$ cat config.mk
export PLATFORM = sky130hd
export DESIGN_NAME = his_top
export DESIGN_NICKNAME = d
export VERILOG_FILES = /design/src/verilog/his_pkg.sv /design/src/verilog/his_top.sv /design/src/verilog/his_readout.sv /design/src/verilog/his_builder.sv /design/src/verilog/his_bank_ram.sv
export SDC_FILE = /design/constraint.sdc
export NUM_CORES = 1
export LEC_CHECK = 0
export ABC_AREA = 1
export BUFFER_PORTS_ARGS = -buffer_cell sky130_fd_sc_hd__buf_2
export CAP_MARGIN = 10
export CORE_MARGIN = 8
export CORE_UTILIZATION = 31
export CTS_BUF_LIST = sky130_fd_sc_hd__clkbuf_8 sky130_fd_sc_hd__clkbuf_16
export CTS_CLUSTER_DIAMETER = 60
export DETAILED_ROUTE_END_ITERATION = 10
export HOLD_SLACK_MARGIN = 0.08
export MAX_ROUTING_LAYER = met4
export PLACE_DENSITY = 0.44
export SYNTH_ARGS = -nofsm -noshare
export SYNTH_HDL_FRONTEND = slang
export SYNTH_SLANG_ARGS = --single-unit
$ cat constraint.sdc
create_clock -name clk -period 2.1 [get_ports clk]
set_input_delay 0.42 -clock clk [delete_from_list [all_inputs] [get_ports clk]]
set_output_delay 0.42 -clock clk [all_outputs]
set_load 0.005 [all_outputs]
$ cat src/verilog/his_pkg.sv
package his_pkg;

    // histogram geometry
    localparam int BIN_W   = 3;
    localparam int NB      = 8;
    localparam int PIX_W   = 2;
    localparam int COUNT_W = 8;

    // one-based bin index 1..NB needs one more bit than the stored index
    localparam int BIN1_W  = BIN_W + 1;

    // bank bit on top, then pixel, then bin minus one
    localparam int ADDR_W  = 1 + PIX_W + BIN_W;

    // default acquisition geometry, top level overrides these
    localparam int DEF_PIXEL_NUM = 4;
    localparam int DEF_DATA_NUM  = 8;
    localparam int DEF_ACQ_NUM   = 2;

    // one binned hit from upstream
    typedef struct packed {
        logic [BIN1_W-1:0] bin;
    } hit_t;

    // builder write into the counter memory
    typedef struct packed {
        logic [ADDR_W-1:0]  addr;
        logic [COUNT_W-1:0] data;
    } ram_wr_t;

    // one word of the readout stream
    typedef struct packed {
        logic               his_num;
        logic [PIX_W-1:0]   pixel;
        logic [BIN1_W-1:0]  bin;
        logic [COUNT_W-1:0] count;
    } rd_word_t;

endpackage
$ cat src/verilog/his_top.sv
module his_top
    import his_pkg::*;
#(
    parameter int PIXEL_NUM = DEF_PIXEL_NUM,
    parameter int DATA_NUM  = DEF_DATA_NUM,
    parameter int ACQ_NUM   = DEF_ACQ_NUM
) (
    input  logic     clk,
    input  logic     res,
    input  logic     hit_valid,
    input  hit_t     hit,
    output logic     rd_valid,
    output rd_word_t rd_word,
    output logic     frame_done,
    output logic     his_num
);

    // builder side of the memory
    logic [ADDR_W-1:0]  rd_addr_a;
    ram_wr_t            wr_a;
    logic               wr_en_a;
    logic [COUNT_W-1:0] rd_data_a;
    // readout side
    logic [ADDR_W-1:0]  rd_addr_b;
    logic [ADDR_W-1:0]  clr_b;
    logic               clr_en_b;
    logic [COUNT_W-1:0] rd_data_b;

    his_builder #(
        .PIXEL_NUM (PIXEL_NUM),
        .DATA_NUM  (DATA_NUM),
        .ACQ_NUM   (ACQ_NUM)
    ) u_builder (
        .clk        (clk),
        .res        (res),
        .hit_valid  (hit_valid),
        .hit        (hit),
        .rd_data    (rd_data_a),
        .rd_addr    (rd_addr_a),
        .wr         (wr_a),
        .wr_en      (wr_en_a),
        .his_num    (his_num),
        .frame_done (frame_done)
    );

    his_bank_ram #(
        .PIXEL_NUM (PIXEL_NUM)
    ) u_ram (
        .clk       (clk),
        .res       (res),
        .rd_addr_a (rd_addr_a),
        .wr_a      (wr_a),
        .wr_en_a   (wr_en_a),
        .rd_data_a (rd_data_a),
        .rd_addr_b (rd_addr_b),
        .clr_b     (clr_b),
        .clr_en_b  (clr_en_b),
        .rd_data_b (rd_data_b)
    );

    his_readout #(
        .PIXEL_NUM (PIXEL_NUM)
    ) u_readout (
        .clk        (clk),
        .res        (res),
        .frame_done (frame_done),
        .his_num    (his_num),
        .rd_data    (rd_data_b),
        .rd_addr    (rd_addr_b),
        .clr        (clr_b),
        .clr_en     (clr_en_b),
        .rd_valid   (rd_valid),
        .rd_word    (rd_word)
    );

endmodule

$ cat src/verilog/his_readout.sv
module his_readout
    import his_pkg::*;
#(
    parameter int PIXEL_NUM = DEF_PIXEL_NUM
) (
    input  logic               clk,
    input  logic               res,
    input  logic               frame_done,
    input  logic               his_num,
    input  logic [COUNT_W-1:0] rd_data,
    output logic [ADDR_W-1:0]  rd_addr,
    output logic [ADDR_W-1:0]  clr,
    output logic               clr_en,
    output logic               rd_valid,
    output rd_word_t           rd_word
);

    // sweep state
    logic             busy;
    logic             bank;
    logic [PIX_W-1:0] pix;
    logic [BIN_W-1:0] bin;

    // address presented this cycle
    logic             start;
    logic             rd_go;
    logic             rd_bank;
    logic [PIX_W-1:0] rd_pix;
    logic [BIN_W-1:0] rd_bin;
    logic             last;

    // word in flight, read issued on the previous edge
    logic              v1;
    logic [ADDR_W-1:0] a1;

    assign start = frame_done && !busy;
    assign rd_go = start || busy;

    // first address goes out on the frame_done edge itself
    assign rd_bank = busy ? bank : ~his_num;
    assign rd_pix  = busy ? pix : '0;
    assign rd_bin  = busy ? bin : '0;
    assign rd_addr = {rd_bank, rd_pix, rd_bin};

    assign last = (rd_pix == PIX_W'(PIXEL_NUM - 1)) && (rd_bin == BIN_W'(NB - 1));

    // pixel-major, bin ascending
    always_ff @(posedge clk or negedge res) begin
        if (!res) begin
            busy <= 1'b0;
            bank <= 1'b0;
            pix  <= '0;
            bin  <= '0;
        end else if (rd_go) begin
            bank <= rd_bank;
            busy <= !last;
            if (rd_bin == BIN_W'(NB - 1)) begin
                bin <= '0;
                pix <= rd_pix + 1'b1;
            end else begin
                bin <= rd_bin + 1'b1;
                pix <= rd_pix;
            end
        end
    end

    always_ff @(posedge clk or negedge res) begin
        if (!res) begin
            v1       <= 1'b0;
            rd_valid <= 1'b0;
        end else begin
            v1       <= rd_go;
            rd_valid <= v1;
        end
    end

    // output word, count comes straight from the memory register
    always_ff @(posedge clk) begin
        a1              <= rd_addr;
        rd_word.his_num <= a1[ADDR_W-1];
        rd_word.pixel   <= a1[BIN_W +: PIX_W];
        rd_word.bin     <= {1'b0, a1[BIN_W-1:0]} + BIN1_W'(1);
        rd_word.count   <= rd_data;
    end

    // clear trails the read by one cycle
    assign clr    = a1;
    assign clr_en = v1;

    // next frame must not end before this sweep is out
    a_no_overlap: assert property (@(posedge clk) disable iff (!res)
        frame_done |-> !busy);

endmodule

$ cat src/verilog/his_builder.sv
module his_builder
    import his_pkg::*;
#(
    parameter int PIXEL_NUM = DEF_PIXEL_NUM,
    parameter int DATA_NUM  = DEF_DATA_NUM,
    parameter int ACQ_NUM   = DEF_ACQ_NUM
) (
    input  logic               clk,
    input  logic               res,
    input  logic               hit_valid,
    input  hit_t               hit,
    input  logic [COUNT_W-1:0] rd_data,
    output logic [ADDR_W-1:0]  rd_addr,
    output ram_wr_t            wr,
    output logic               wr_en,
    output logic               his_num,
    output logic               frame_done
);

    localparam int IN_W  = (DATA_NUM > 1) ? $clog2(DATA_NUM) : 1;
    localparam int ACQ_W = (ACQ_NUM > 1) ? $clog2(ACQ_NUM) : 1;

    // hit sequencing
    logic [IN_W-1:0]  in_cnt;
    logic [PIX_W-1:0] pix_cnt;
    logic [ACQ_W-1:0] acq_cnt;
    logic             in_wrap;
    logic             pix_wrap;
    logic             acq_wrap;
    logic             frame_end;
    // fill bank, flips right after the last hit of a frame
    logic             bank;
    logic [BIN_W-1:0] bin_idx;

    // increment stage
    logic              v1;
    logic [ADDR_W-1:0] a1;
    // last write, for the same-address bypass
    logic               last_v;
    logic [ADDR_W-1:0]  last_addr;
    logic [COUNT_W-1:0] last_data;
    logic [COUNT_W-1:0] base;

    // frame end delay line
    logic end1;
    logic end2;

    assign in_wrap   = in_cnt == IN_W'(DATA_NUM - 1);
    assign pix_wrap  = pix_cnt == PIX_W'(PIXEL_NUM - 1);
    assign acq_wrap  = acq_cnt == ACQ_W'(ACQ_NUM - 1);
    assign frame_end = hit_valid && in_wrap && pix_wrap && acq_wrap;

    // bins arrive one-based
    assign bin_idx = BIN_W'(hit.bin - BIN1_W'(1));

    // read goes out on the edge the hit is taken
    assign rd_addr = {bank, pix_cnt, bin_idx};

    // input count wraps into pixel count, pixel count into acquisition count
    always_ff @(posedge clk or negedge res) begin
        if (!res) begin
            in_cnt  <= '0;
            pix_cnt <= '0;
            acq_cnt <= '0;
            bank    <= 1'b0;
        end else if (hit_valid) begin
            if (!in_wrap) begin
                in_cnt <= in_cnt + 1'b1;
            end else begin
                in_cnt <= '0;
                if (!pix_wrap) begin
                    pix_cnt <= pix_cnt + 1'b1;
                end else begin
                    pix_cnt <= '0;
                    if (!acq_wrap) begin
                        acq_cnt <= acq_cnt + 1'b1;
                    end else begin
                        // frame complete, next hit fills the other bank
                        acq_cnt <= '0;
                        bank    <= ~bank;
                    end
                end
            end
        end
    end

    // control of the increment pipe and frame end
    always_ff @(posedge clk or negedge res) begin
        if (!res) begin
            v1         <= 1'b0;
            last_v     <= 1'b0;
            end1       <= 1'b0;
            end2       <= 1'b0;
            his_num    <= 1'b0;
            frame_done <= 1'b0;
        end else begin
            v1     <= hit_valid;
            last_v <= v1;
            end1   <= frame_end;
            end2   <= end1;
            // his_num follows the fill bank one cycle late
            his_num    <= bank;
            // old bank fully written by now
            frame_done <= end2;
        end
    end

    // payload of the pipe
    always_ff @(posedge clk) begin
        a1        <= rd_addr;
        last_addr <= a1;
        last_data <= wr.data;
    end

    // read from the previous edge misses the write on that same edge
    assign base = (last_v && (last_addr == a1)) ? last_data : rd_data;

    assign wr.addr = a1;
    assign wr.data = base + 1'b1;
    assign wr_en   = v1;

    // bin 0 is outside the one-based range
    a_bin_legal: assert property (@(posedge clk) disable iff (!res)
        hit_valid |-> (hit.bin != '0 && int'(hit.bin) <= NB));

    // finished bank takes no more writes once frame_done is out
    a_frame_closed: assert property (@(posedge clk) disable iff (!res)
        (frame_done && wr_en) |-> (wr.addr[ADDR_W-1] == his_num));

endmodule

$ cat src/verilog/his_bank_ram.sv
module his_bank_ram
    import his_pkg::*;
#(
    parameter int PIXEL_NUM = DEF_PIXEL_NUM
) (
    input  logic               clk,
    input  logic               res,
    // builder port
    input  logic [ADDR_W-1:0]  rd_addr_a,
    input  ram_wr_t            wr_a,
    input  logic               wr_en_a,
    output logic [COUNT_W-1:0] rd_data_a,
    // readout port, writes zero only
    input  logic [ADDR_W-1:0]  rd_addr_b,
    input  logic [ADDR_W-1:0]  clr_b,
    input  logic               clr_en_b,
    output logic [COUNT_W-1:0] rd_data_b
);

    localparam int DEPTH = 2 ** ADDR_W;

    // both banks of counters
    logic [COUNT_W-1:0] mem [DEPTH];

    // array clears on reset so a fresh frame starts from zero
    always_ff @(posedge clk or negedge res) begin
        if (!res) begin
            for (int i = 0; i < DEPTH; i++) begin
                mem[i] <= '0;
            end
        end else begin
            if (wr_en_a) begin
                mem[wr_a.addr] <= wr_a.data;
            end
            // clear of the finished bank
            if (clr_en_b) begin
                mem[clr_b] <= '0;
            end
        end
    end

    // registered reads, old data on a same-edge write
    always_ff @(posedge clk) begin
        rd_data_a <= mem[rd_addr_a];
        rd_data_b <= mem[rd_addr_b];
    end

    // builder and readout must always work in different banks
    a_bank_split: assert property (@(posedge clk) disable iff (!res)
        (wr_en_a && clr_en_b) |-> (wr_a.addr[ADDR_W-1] != clr_b[ADDR_W-1]));

    // pixel field stays inside the configured array
    a_pix_range_a: assert property (@(posedge clk) disable iff (!res)
        wr_en_a |-> (int'(wr_a.addr[BIN_W +: PIX_W]) < PIXEL_NUM));

    a_pix_range_b: assert property (@(posedge clk) disable iff (!res)
        clr_en_b |-> (int'(clr_b[BIN_W +: PIX_W]) < PIXEL_NUM));

endmodule

==> qor.txt, run 1 <==
CTS root buf: clkbuf_16
Tightest Hold Check Type: in2async
Worst Setup Slack, final: -284 ps
CP arrival: 2940 ps
setup TNS: -67320 ps
switching pwr: 0.0378 W
synthesized-area fraction occupied by adder cells: 0.322%
internal power: 0.0450 W
met3 routed WL: 13.4 mm
Finished Cell Area: 50600 µm²
DR WL met2: 82.9 mm
CTS tree: built
first-pass GRT wire length: 246 mm
Peak VDD IR: 0.922 mV
Clock Sinks: 591
Crit Path Class: reg2reg
Seq/Total Area, Yosys: 41.5%
pin slew with the least headroom to its limit: 592 ps
Die Y: 352 µm
Die ar.: 124000 µm²
post-synthesis compound-gate area fraction: 25.5%
DRT antenna net count: 0
Sequential Power Share: 24.5%
clock network fraction of total power: 18.3%
Synth Area in Simple Gates: 19.8%
H-tree depth: 3
Power Dens Cells: 1640 nW/µm²
combinational share of power: 57.2%
CP endpoint kind: flop
vias in the first global route: 35854
Syn. warnings: 0
Hold WS: 204 ps
DR iter-0 viols: 4274
dominant cells by area after synthesis: dfrtp_1 (38%), o21ai_0 (13%), nor2_1 (10%)
# setup viols final: 399
initial cell density of the core: 31.1%
WL per Instance: 25.3 µm
DRT Wirelength: 184 mm
clock skew: 30.0 ps
LEAKAGE: 24.2 nW
Top delay family on crit path: buffers and inverters
crit path max-delay cell type: dfxtp_4
CP peak stage delay: 370 ps
placed cell area: 42100 µm²
vias per cell: 5.39
NumNets Final: 5710
total gr overflow: 0
wire length on met1: 77.0 mm
CP Cell Sequence: inv_4 > a21boi_4 > nand3_4 > inv_2 > nand3_2 > nand2_2 > ha_4 > nand2_4 > nor2_4 > buf_6 > xor2_4 > buf_12 > buf_12 > clkbuf_16 > a21oi_2
core footprint: 112000 µm²
most common cell after layout, fill and taps aside: nor2_1
placed cells: 6910
Critical Path Source Type: flop
Mapped Cells: 5105
CP dominant cell by count: buf_12
final cell count without fillers: 7267
status: complete, but fails checks
clk slew on worst S/H paths: 60 ps
hpwl dp: 111 mm
Relative slew margins: 60.1%
count of final hold-check violations: 0
gp weighted congestion: 0.925
max layer used: met4
Net Sw Frac: 45.6%
Netlist cell types: 31
Post-Syn Area: 34900 µm²
Slew Limit Fails: 0
layout cells sized above 1: 26.3%
DRC Markers: 0
share of the synthesized area in the top cell type: 38.3%
cts bufs inserted: 86
# Max-Cap Violations: 0
Area Growth Syn to Fin: 44.9%
min cycle time layout: 2380 ps
CP required: 2660 ps
RSZ-0062 raised after global routing: true
Core Rows: 123
GRT Total Usage: 27.5%
first-pass iteration count of the detailed router: 6
mux cell area share after synthesis: 0.0645%
Syn Area/Cell: 6.84 µm²
later-pin clock latency in the skew report: 680 ps
violated checks: negative setup slack
Post-Synth XOR/XNOR Area: 0.176%
Peak Freq: 419 MHz
Post-Syn Nets: 5121
Via Count: 39147
initial antenna violation count: 3
Buf/Inv on CP: 6
cell taking the most area after synthesis: dfrtp_1
main combinational cell family by area after synthesis: compound AO/OA/AOI/OAI gates
period utilization: 114%
number of synthesized register bits: 591
I/O Pins: 25
# port buffers: 23
commonest non-fill, non-tap cells in the layout: nor2_1 (926), o21ai_0 (692), inv_1 (685)
critical path fanouts, max: 5
Die X: 352 µm
largest net degree at the start of global routing: 85
maximum root-to-sink buffer count: 3
[kinds of logic after synthesis]
| group | Yosys count |
|---|---|
| buffers and inverters | 1095 |
| AND/OR/NAND/NOR | 1706 |
| XOR/XNOR | 7 |
| flip-flops | 591 |
| multiplexers | 2 |
| AO/OA/AOI/OAI | 1695 |
| adder cells (fa/ha/maj) | 9 |
[layout make-up]
cell class | instances | area (µm²)
Antenna cell | 4 | 10.0
Clock buffer | 103 | 2450
Clock inverter | 54 | 499
Fill cell | 11436 | 61600
Inverter | 728 | 2780
Multi-Input combinational cell | 3421 | 18300
Sequential cell | 591 | 14500
Tap cell | 1500 | 1880
Timing Repair Buffer | 866 | 10100
[state kept, by name, indices dropped and copies added, names as in the netlist, 2 cells and up]
register and flops:
u_readout.pix 2, u_readout.clr 6, u_builder.last_addr 6, u_ram.rd_data_b 8, u_builder.in_cnt 3, u_readout.bin 3
u_ram.mem 512, u_ram.rd_data_a 8, u_builder.pix_cnt 2, u_builder.a1 6, u_readout.rd_word 15, u_builder.last_data 8
[repair_timing]
action | 4_1_cts | 5_1_grt
setup buffers | 56 | 84
cloned | 30 | 52
pin swaps | 86 | 198
gates resized for setup | 262 | 585
hold buffers | 2 | 0
hold endpoints to repair | 270 | 0
endpoints found under the setup margin | 427 | 516
[metal layers]
metal  up-vias  global-route usage (%)
met5         -                       -
met4         0                    12.8
met3       466                    3.53
met2      1737                    42.5
met1     18948                    35.9
li1      17996                       -
[metrics by stage]
| step | util, % | worst slack, ps | total power [W] |
|---|---|---|---|
| 2_1_floorplan | - | -136 | 0.0371 |
| 3_3_place_gp | 37.5 | -875 | 0.0543 |
| 3_5_place_dp | 37.5 | -849 | 0.0545 |
| 4_1_cts | 42.1 | -192 | 0.0752 |
| 5_1_grt | 45.1 | -365 | 0.0866 |
| 6_report | 45.1 | -284 | 0.0828 |
[final timing paths]
| check | start | end | slack, ps | cells after the start |
|---|---|---|---|---|
| setup / recovery | u_builder.a1[3] | u_ram.mem[124] | -280 | 15 |
| hold / removal | res | u_ram.mem[195] | 200 | 2 |
| setup reg to reg | u_builder.a1[3] | u_ram.mem[124] | -280 | 15 |
| hold reg to reg | u_ram.rd_data_b[6] | u_readout.rd_word[6] | 330 | 0 |
| max in group asynchronous | res | u_ram.mem[460] | 1060 | 4 |
| min in group clk | u_ram.rd_data_b[6] | u_readout.rd_word[6] | 330 | 0 |
[Yosys cell counts, drive strengths merged]
master,count
or2,1
dfrtp,534
buf,90
o21ai,952
inv,707
xnor2,2
mux2,2
xor2,5
o211ai,122
o22ai,80
nor3,71
a21oi,538
a21boi,1
dfxtp,57
nand3,311
clkinv,21
o21bai,2
nor2,963
nand2,359
ha,9
clkbuf,277
nand3b,1
[power groups by stage]
stage	logic (W)	clock network, W	registers [W]
final	0.0474	0.0152	0.0203
after global routing	0.0500	0.0159	0.0207
after CTS	0.0397	0.0155	0.0200
after detailed placement	0.0344	0	0.0201
after global placement	0.0342	0	0.0201
after floorplan	0.0184	0	0.0187
Note: power is estimated with default switching activity, not from simulation.
==> run 2, diff against run 1 <==
--- a/config.mk
+++ b/config.mk
@@ -5,7 +5,6 @@
 export SDC_FILE = /design/constraint.sdc
 export NUM_CORES = 1
 export LEC_CHECK = 0
-export ABC_AREA = 1
 export BUFFER_PORTS_ARGS = -buffer_cell sky130_fd_sc_hd__buf_2
 export CAP_MARGIN = 10
 export CORE_MARGIN = 8
==> qor.txt, run 2 <==
Reg-to-Reg Start: u_builder.a1[3]
FF-to-FF path depth: 12 (-3)
clk slew on worst S/H paths: 60 ps (about the same)
flip-flop count of the largest register after layout: 512 (unchanged)
first-pass GRT wire length: 233 mm (-5.5%)
# Max-Cap Violations: 0 (unchanged)
hpwl dp: 115 mm (+3.5%)
I/O Pins: 25 (unchanged)
# port buffers: 23 (unchanged)
Async S/R FF share, synth: 90.4% (unchanged)
met3 routed WL: 15.7 mm (+17%)
top-count cell post-synth: nand2_1
most flop-heavy register: u_ram.mem
placed cells: 5127 (-26%)
maximum root-to-sink buffer count: 3 (unchanged)
core footprint: 107000 µm² (-4.4%)
GRT Total Usage: 27.8% (+0.27 points)
H-tree depth: 3 (unchanged)
Clock Sinks: 591 (unchanged)
Peak Freq: 375 MHz (-11%)
max layer used: met4
Worst Setup Slack, final: -567 ps (-283 ps)
violated checks: negative setup slack
count of final hold-check violations: 0 (unchanged)
fillers: 10246 (-10%)
CP endpoint kind: flop
Regs by FF count: u_ram.mem: 512 flops, u_readout.rd_word: 15 flops
CP Cell Sequence: xor2_1 > or3_4 > nor2_4 > mux2_4 > ha_4 > nand3_4 > xor2_2 > mux2i_4 > buf_8 > buf_16 > nand2_2 > a21oi_2
DR WL met2: 73.7 mm (-11%)
Power Dens Cells: 947 nW/µm² (-42%)
WL per Instance: 31.5 µm (+24%)
setup TNS: -172890 ps (-105570 ps)
layout cells sized above 1: 36.2% (+9.9 points)
Buf/Inv on CP: 2 (-4)
pre-CTS WS: -675 ps (+174 ps)
period utilization: 127% (+13 points)
vias in the first global route: 30325 (-15%)
Core Rows: 120 (-2.4%)
critical path fanouts, max: 8 (+3)
later-pin clock latency in the skew report: 680 ps (about the same)
Area Growth Syn to Fin: 36.7%
pin slew with the least headroom to its limit: 1130 ps (+541 ps)
Tightest Hold Check Type: in2reg
Critical Path Start: u_builder.a1[3]
CP arrival: 3250 ps (+310 ps)
gp weighted congestion: 0.958 (+3.6%)
Post-Syn Nets: 3441 (-33%)
Crit Path Class: reg2reg
final cell count without fillers: 5352 (-26%)
min cycle time layout: 2670 ps (+283 ps)
cell taking the most area after synthesis: dfrtp_1
CP peak stage delay: 410 ps (+40 ps)
Die Y: 345 µm (-2.0%)
Syn. warnings: 0 (unchanged)
most common cell after layout, fill and taps aside: nand2_1
Hold WS: 206 ps (+2.51 ps)
LEAKAGE: 18.9 nW (-22%)
Peak VDD IR: 0.622 mV (-33%)
vias per cell: 5.98 (+11%)
cts bufs inserted: 82 (-4.7%)
CP required: 2680 ps (+20 ps)
Mapped Cells: 3425 (-33%)
commonest non-fill, non-tap cells in the layout: nand2_1 (710), dfrtp_1 (530), buf_4 (442)
NumNets Final: 3890 (-32%)
Post-synth EDFFs: 0 (unchanged)
Synth top cells by count: nand2_1 (735), dfrtp_1 (534), a21oi_1 (389), mux4_2 (240), nor2_1 (180)
Die X: 345 µm (-2.0%)
flop-to-flop setup slack: -570 ps (-280 ps)
Critical Path Source Type: flop
number of synthesized register bits: 591 (unchanged)
CTS root buf: clkbuf_16
DR iter-0 viols: 3816 (-11%)
Via Count: 32006 (-18%)
DRC Markers: 0 (unchanged)
Netlist cell types: 57 (+84%)
Main synth FF type: dfrtp_1
crit path max-delay cell type: or3_4
crit path to: u_ram.mem[228]
first-pass iteration count of the detailed router: 8 (+2)
RSZ-0062 raised after global routing: true
status: complete, but fails checks
# setup viols final: 530 (+33%)
Top delay family on crit path: simple AND/OR/NAND/NOR gates
DRT Wirelength: 169 mm (-8.4%)
Die ar.: 119000 µm² (-3.9%)
initial antenna violation count: 7 (+4)
Seq/Total Area, Yosys: 43.3% (+1.8 points)
clock skew: 41.2 ps (+11.1 ps)
Syn Area/Cell: 9.78 µm² (+43%)
total gr overflow: 0 (unchanged)
DRT antenna net count: 0 (unchanged)
Worst path depth: 12 (-3)
Slew Limit Fails: 0 (unchanged)
Relative slew margins: 24.3% (-36 points)
Post-Syn Area: 33500 µm² (-4.1%)
wire length on met1: 72.6 mm (-5.7%)
CTS tree: built
share of the synthesized area in the top cell type: 39.9% (+1.6 points)
initial cell density of the core: 31.2% (+0.12 points)
largest net degree at the start of global routing: 60 (-29%)
dominant cells by area after synthesis: dfrtp_1 (40%), mux4_2 (16%), nand2_1 (8.2%)
FF-to-FF End: u_ram.mem[228]
[run 2: cell types whose count changed in the layout (fill, tap and decap cells not counted), moves of 71 or more]
cell      delta
nand3_2    -116
o211ai_1   -122
o21ai_2     -72
a21oi_1    -169
inv_1      -656
nor2_1     -753
mux4_2     +240
o21ai_0    -597
o21ai_1    -173
o22ai_1     -71
nand2_1    +412
buf_4       -95
[run 2: how the worst min path moves through the flow]
stage           start  slack [ps]  cells after the start                 to
5_1_grt        hit[2]         220                      3    u_builder.a1[2]
6_report       hit[2]         210                      3    u_builder.a1[2]
4_1_cts        hit[2]         190                      3    u_builder.a1[2]
2_1_floorplan     res         120                      0  u_builder.acq_cnt
3_3_place_gp      res         310                      1     u_ram.mem[360]
3_5_place_dp      res         310                      1     u_ram.mem[361]
[run 2: area by class of cell]
class | count | area, µm² | share of cell area (%)
multi-input cells | 2537 | 19500 | 42.6
flip-flops and latches | 591 | 14500 | 31.7
repair buffers | 634 | 6890 | 15.0
clock buffers | 100 | 2390 | 5.22
well taps | 1403 | 1760 | 3.83
clock inverters | 53 | 582 | 1.27
inverters | 28 | 114 | 0.249
diodes | 6 | 15.0 | 0.0328
[run 2: routing by layer]
metal	track usage [%]	up-vias
met2	40.7	1763
met4	9.68	0
li1	-	13419
met5	-	-
met3	5.40	287
met1	38.5	16537
[run 2: kinds of logic (layout without fill, tap and decap cells)]
group | Yosys count | after routing | share of synthesized area [%]
simple gates | 1401 | 1401 | 18.2
compound gates | 804 | 804 | 15.7
flops | 591 | 591 | 43.3
mux | 307 | 307 | 18.2
buf+inv | 297 | 815 | 3.84
xor+xnor | 16 | 16 | 0.418
fa+ha+maj | 9 | 9 | 0.336
other cells | 0 | 6 | 0
[run 2: metrics by stage]
step | utilization (%) | power [W] | cell area [µm²]
6_report | 42.7 | 0.0434 | 45800
4_1_cts | 41.1 | 0.0423 | 44100
5_1_grt | 42.7 | 0.0447 | 45800
2_1_floorplan | - | 0.0206 | 34400
3_3_place_gp | 37.1 | 0.0260 | 39800
3_5_place_dp | 37.1 | 0.0260 | 39800
[run 2: worst min-delay path, cell delays in order]
cell and delay (ps):
buf_2 140, xor2_4 110, buf_12 160
[run 2: what timing repair did]
action	4_1_cts	5_1_grt
setup buffers	21	14
gates resized for setup	163	237
setup endpoints to repair	531	536
hold endpoints to repair	217	0
pin swaps	73	117
hold buffers	3	0
gates cloned	18	20
[run 2: report_power, final]
| group | switching [W] | internal, W | total (W) | leakage [nW] |
|---|---|---|---|---|
| logic | 0.00763 | 0.00585 | 0.0135 | 9.69 |
| registers | 0.00158 | 0.0129 | 0.0145 | 7.73 |
| clock network | 0.00601 | 0.00937 | 0.0154 | 1.47 |
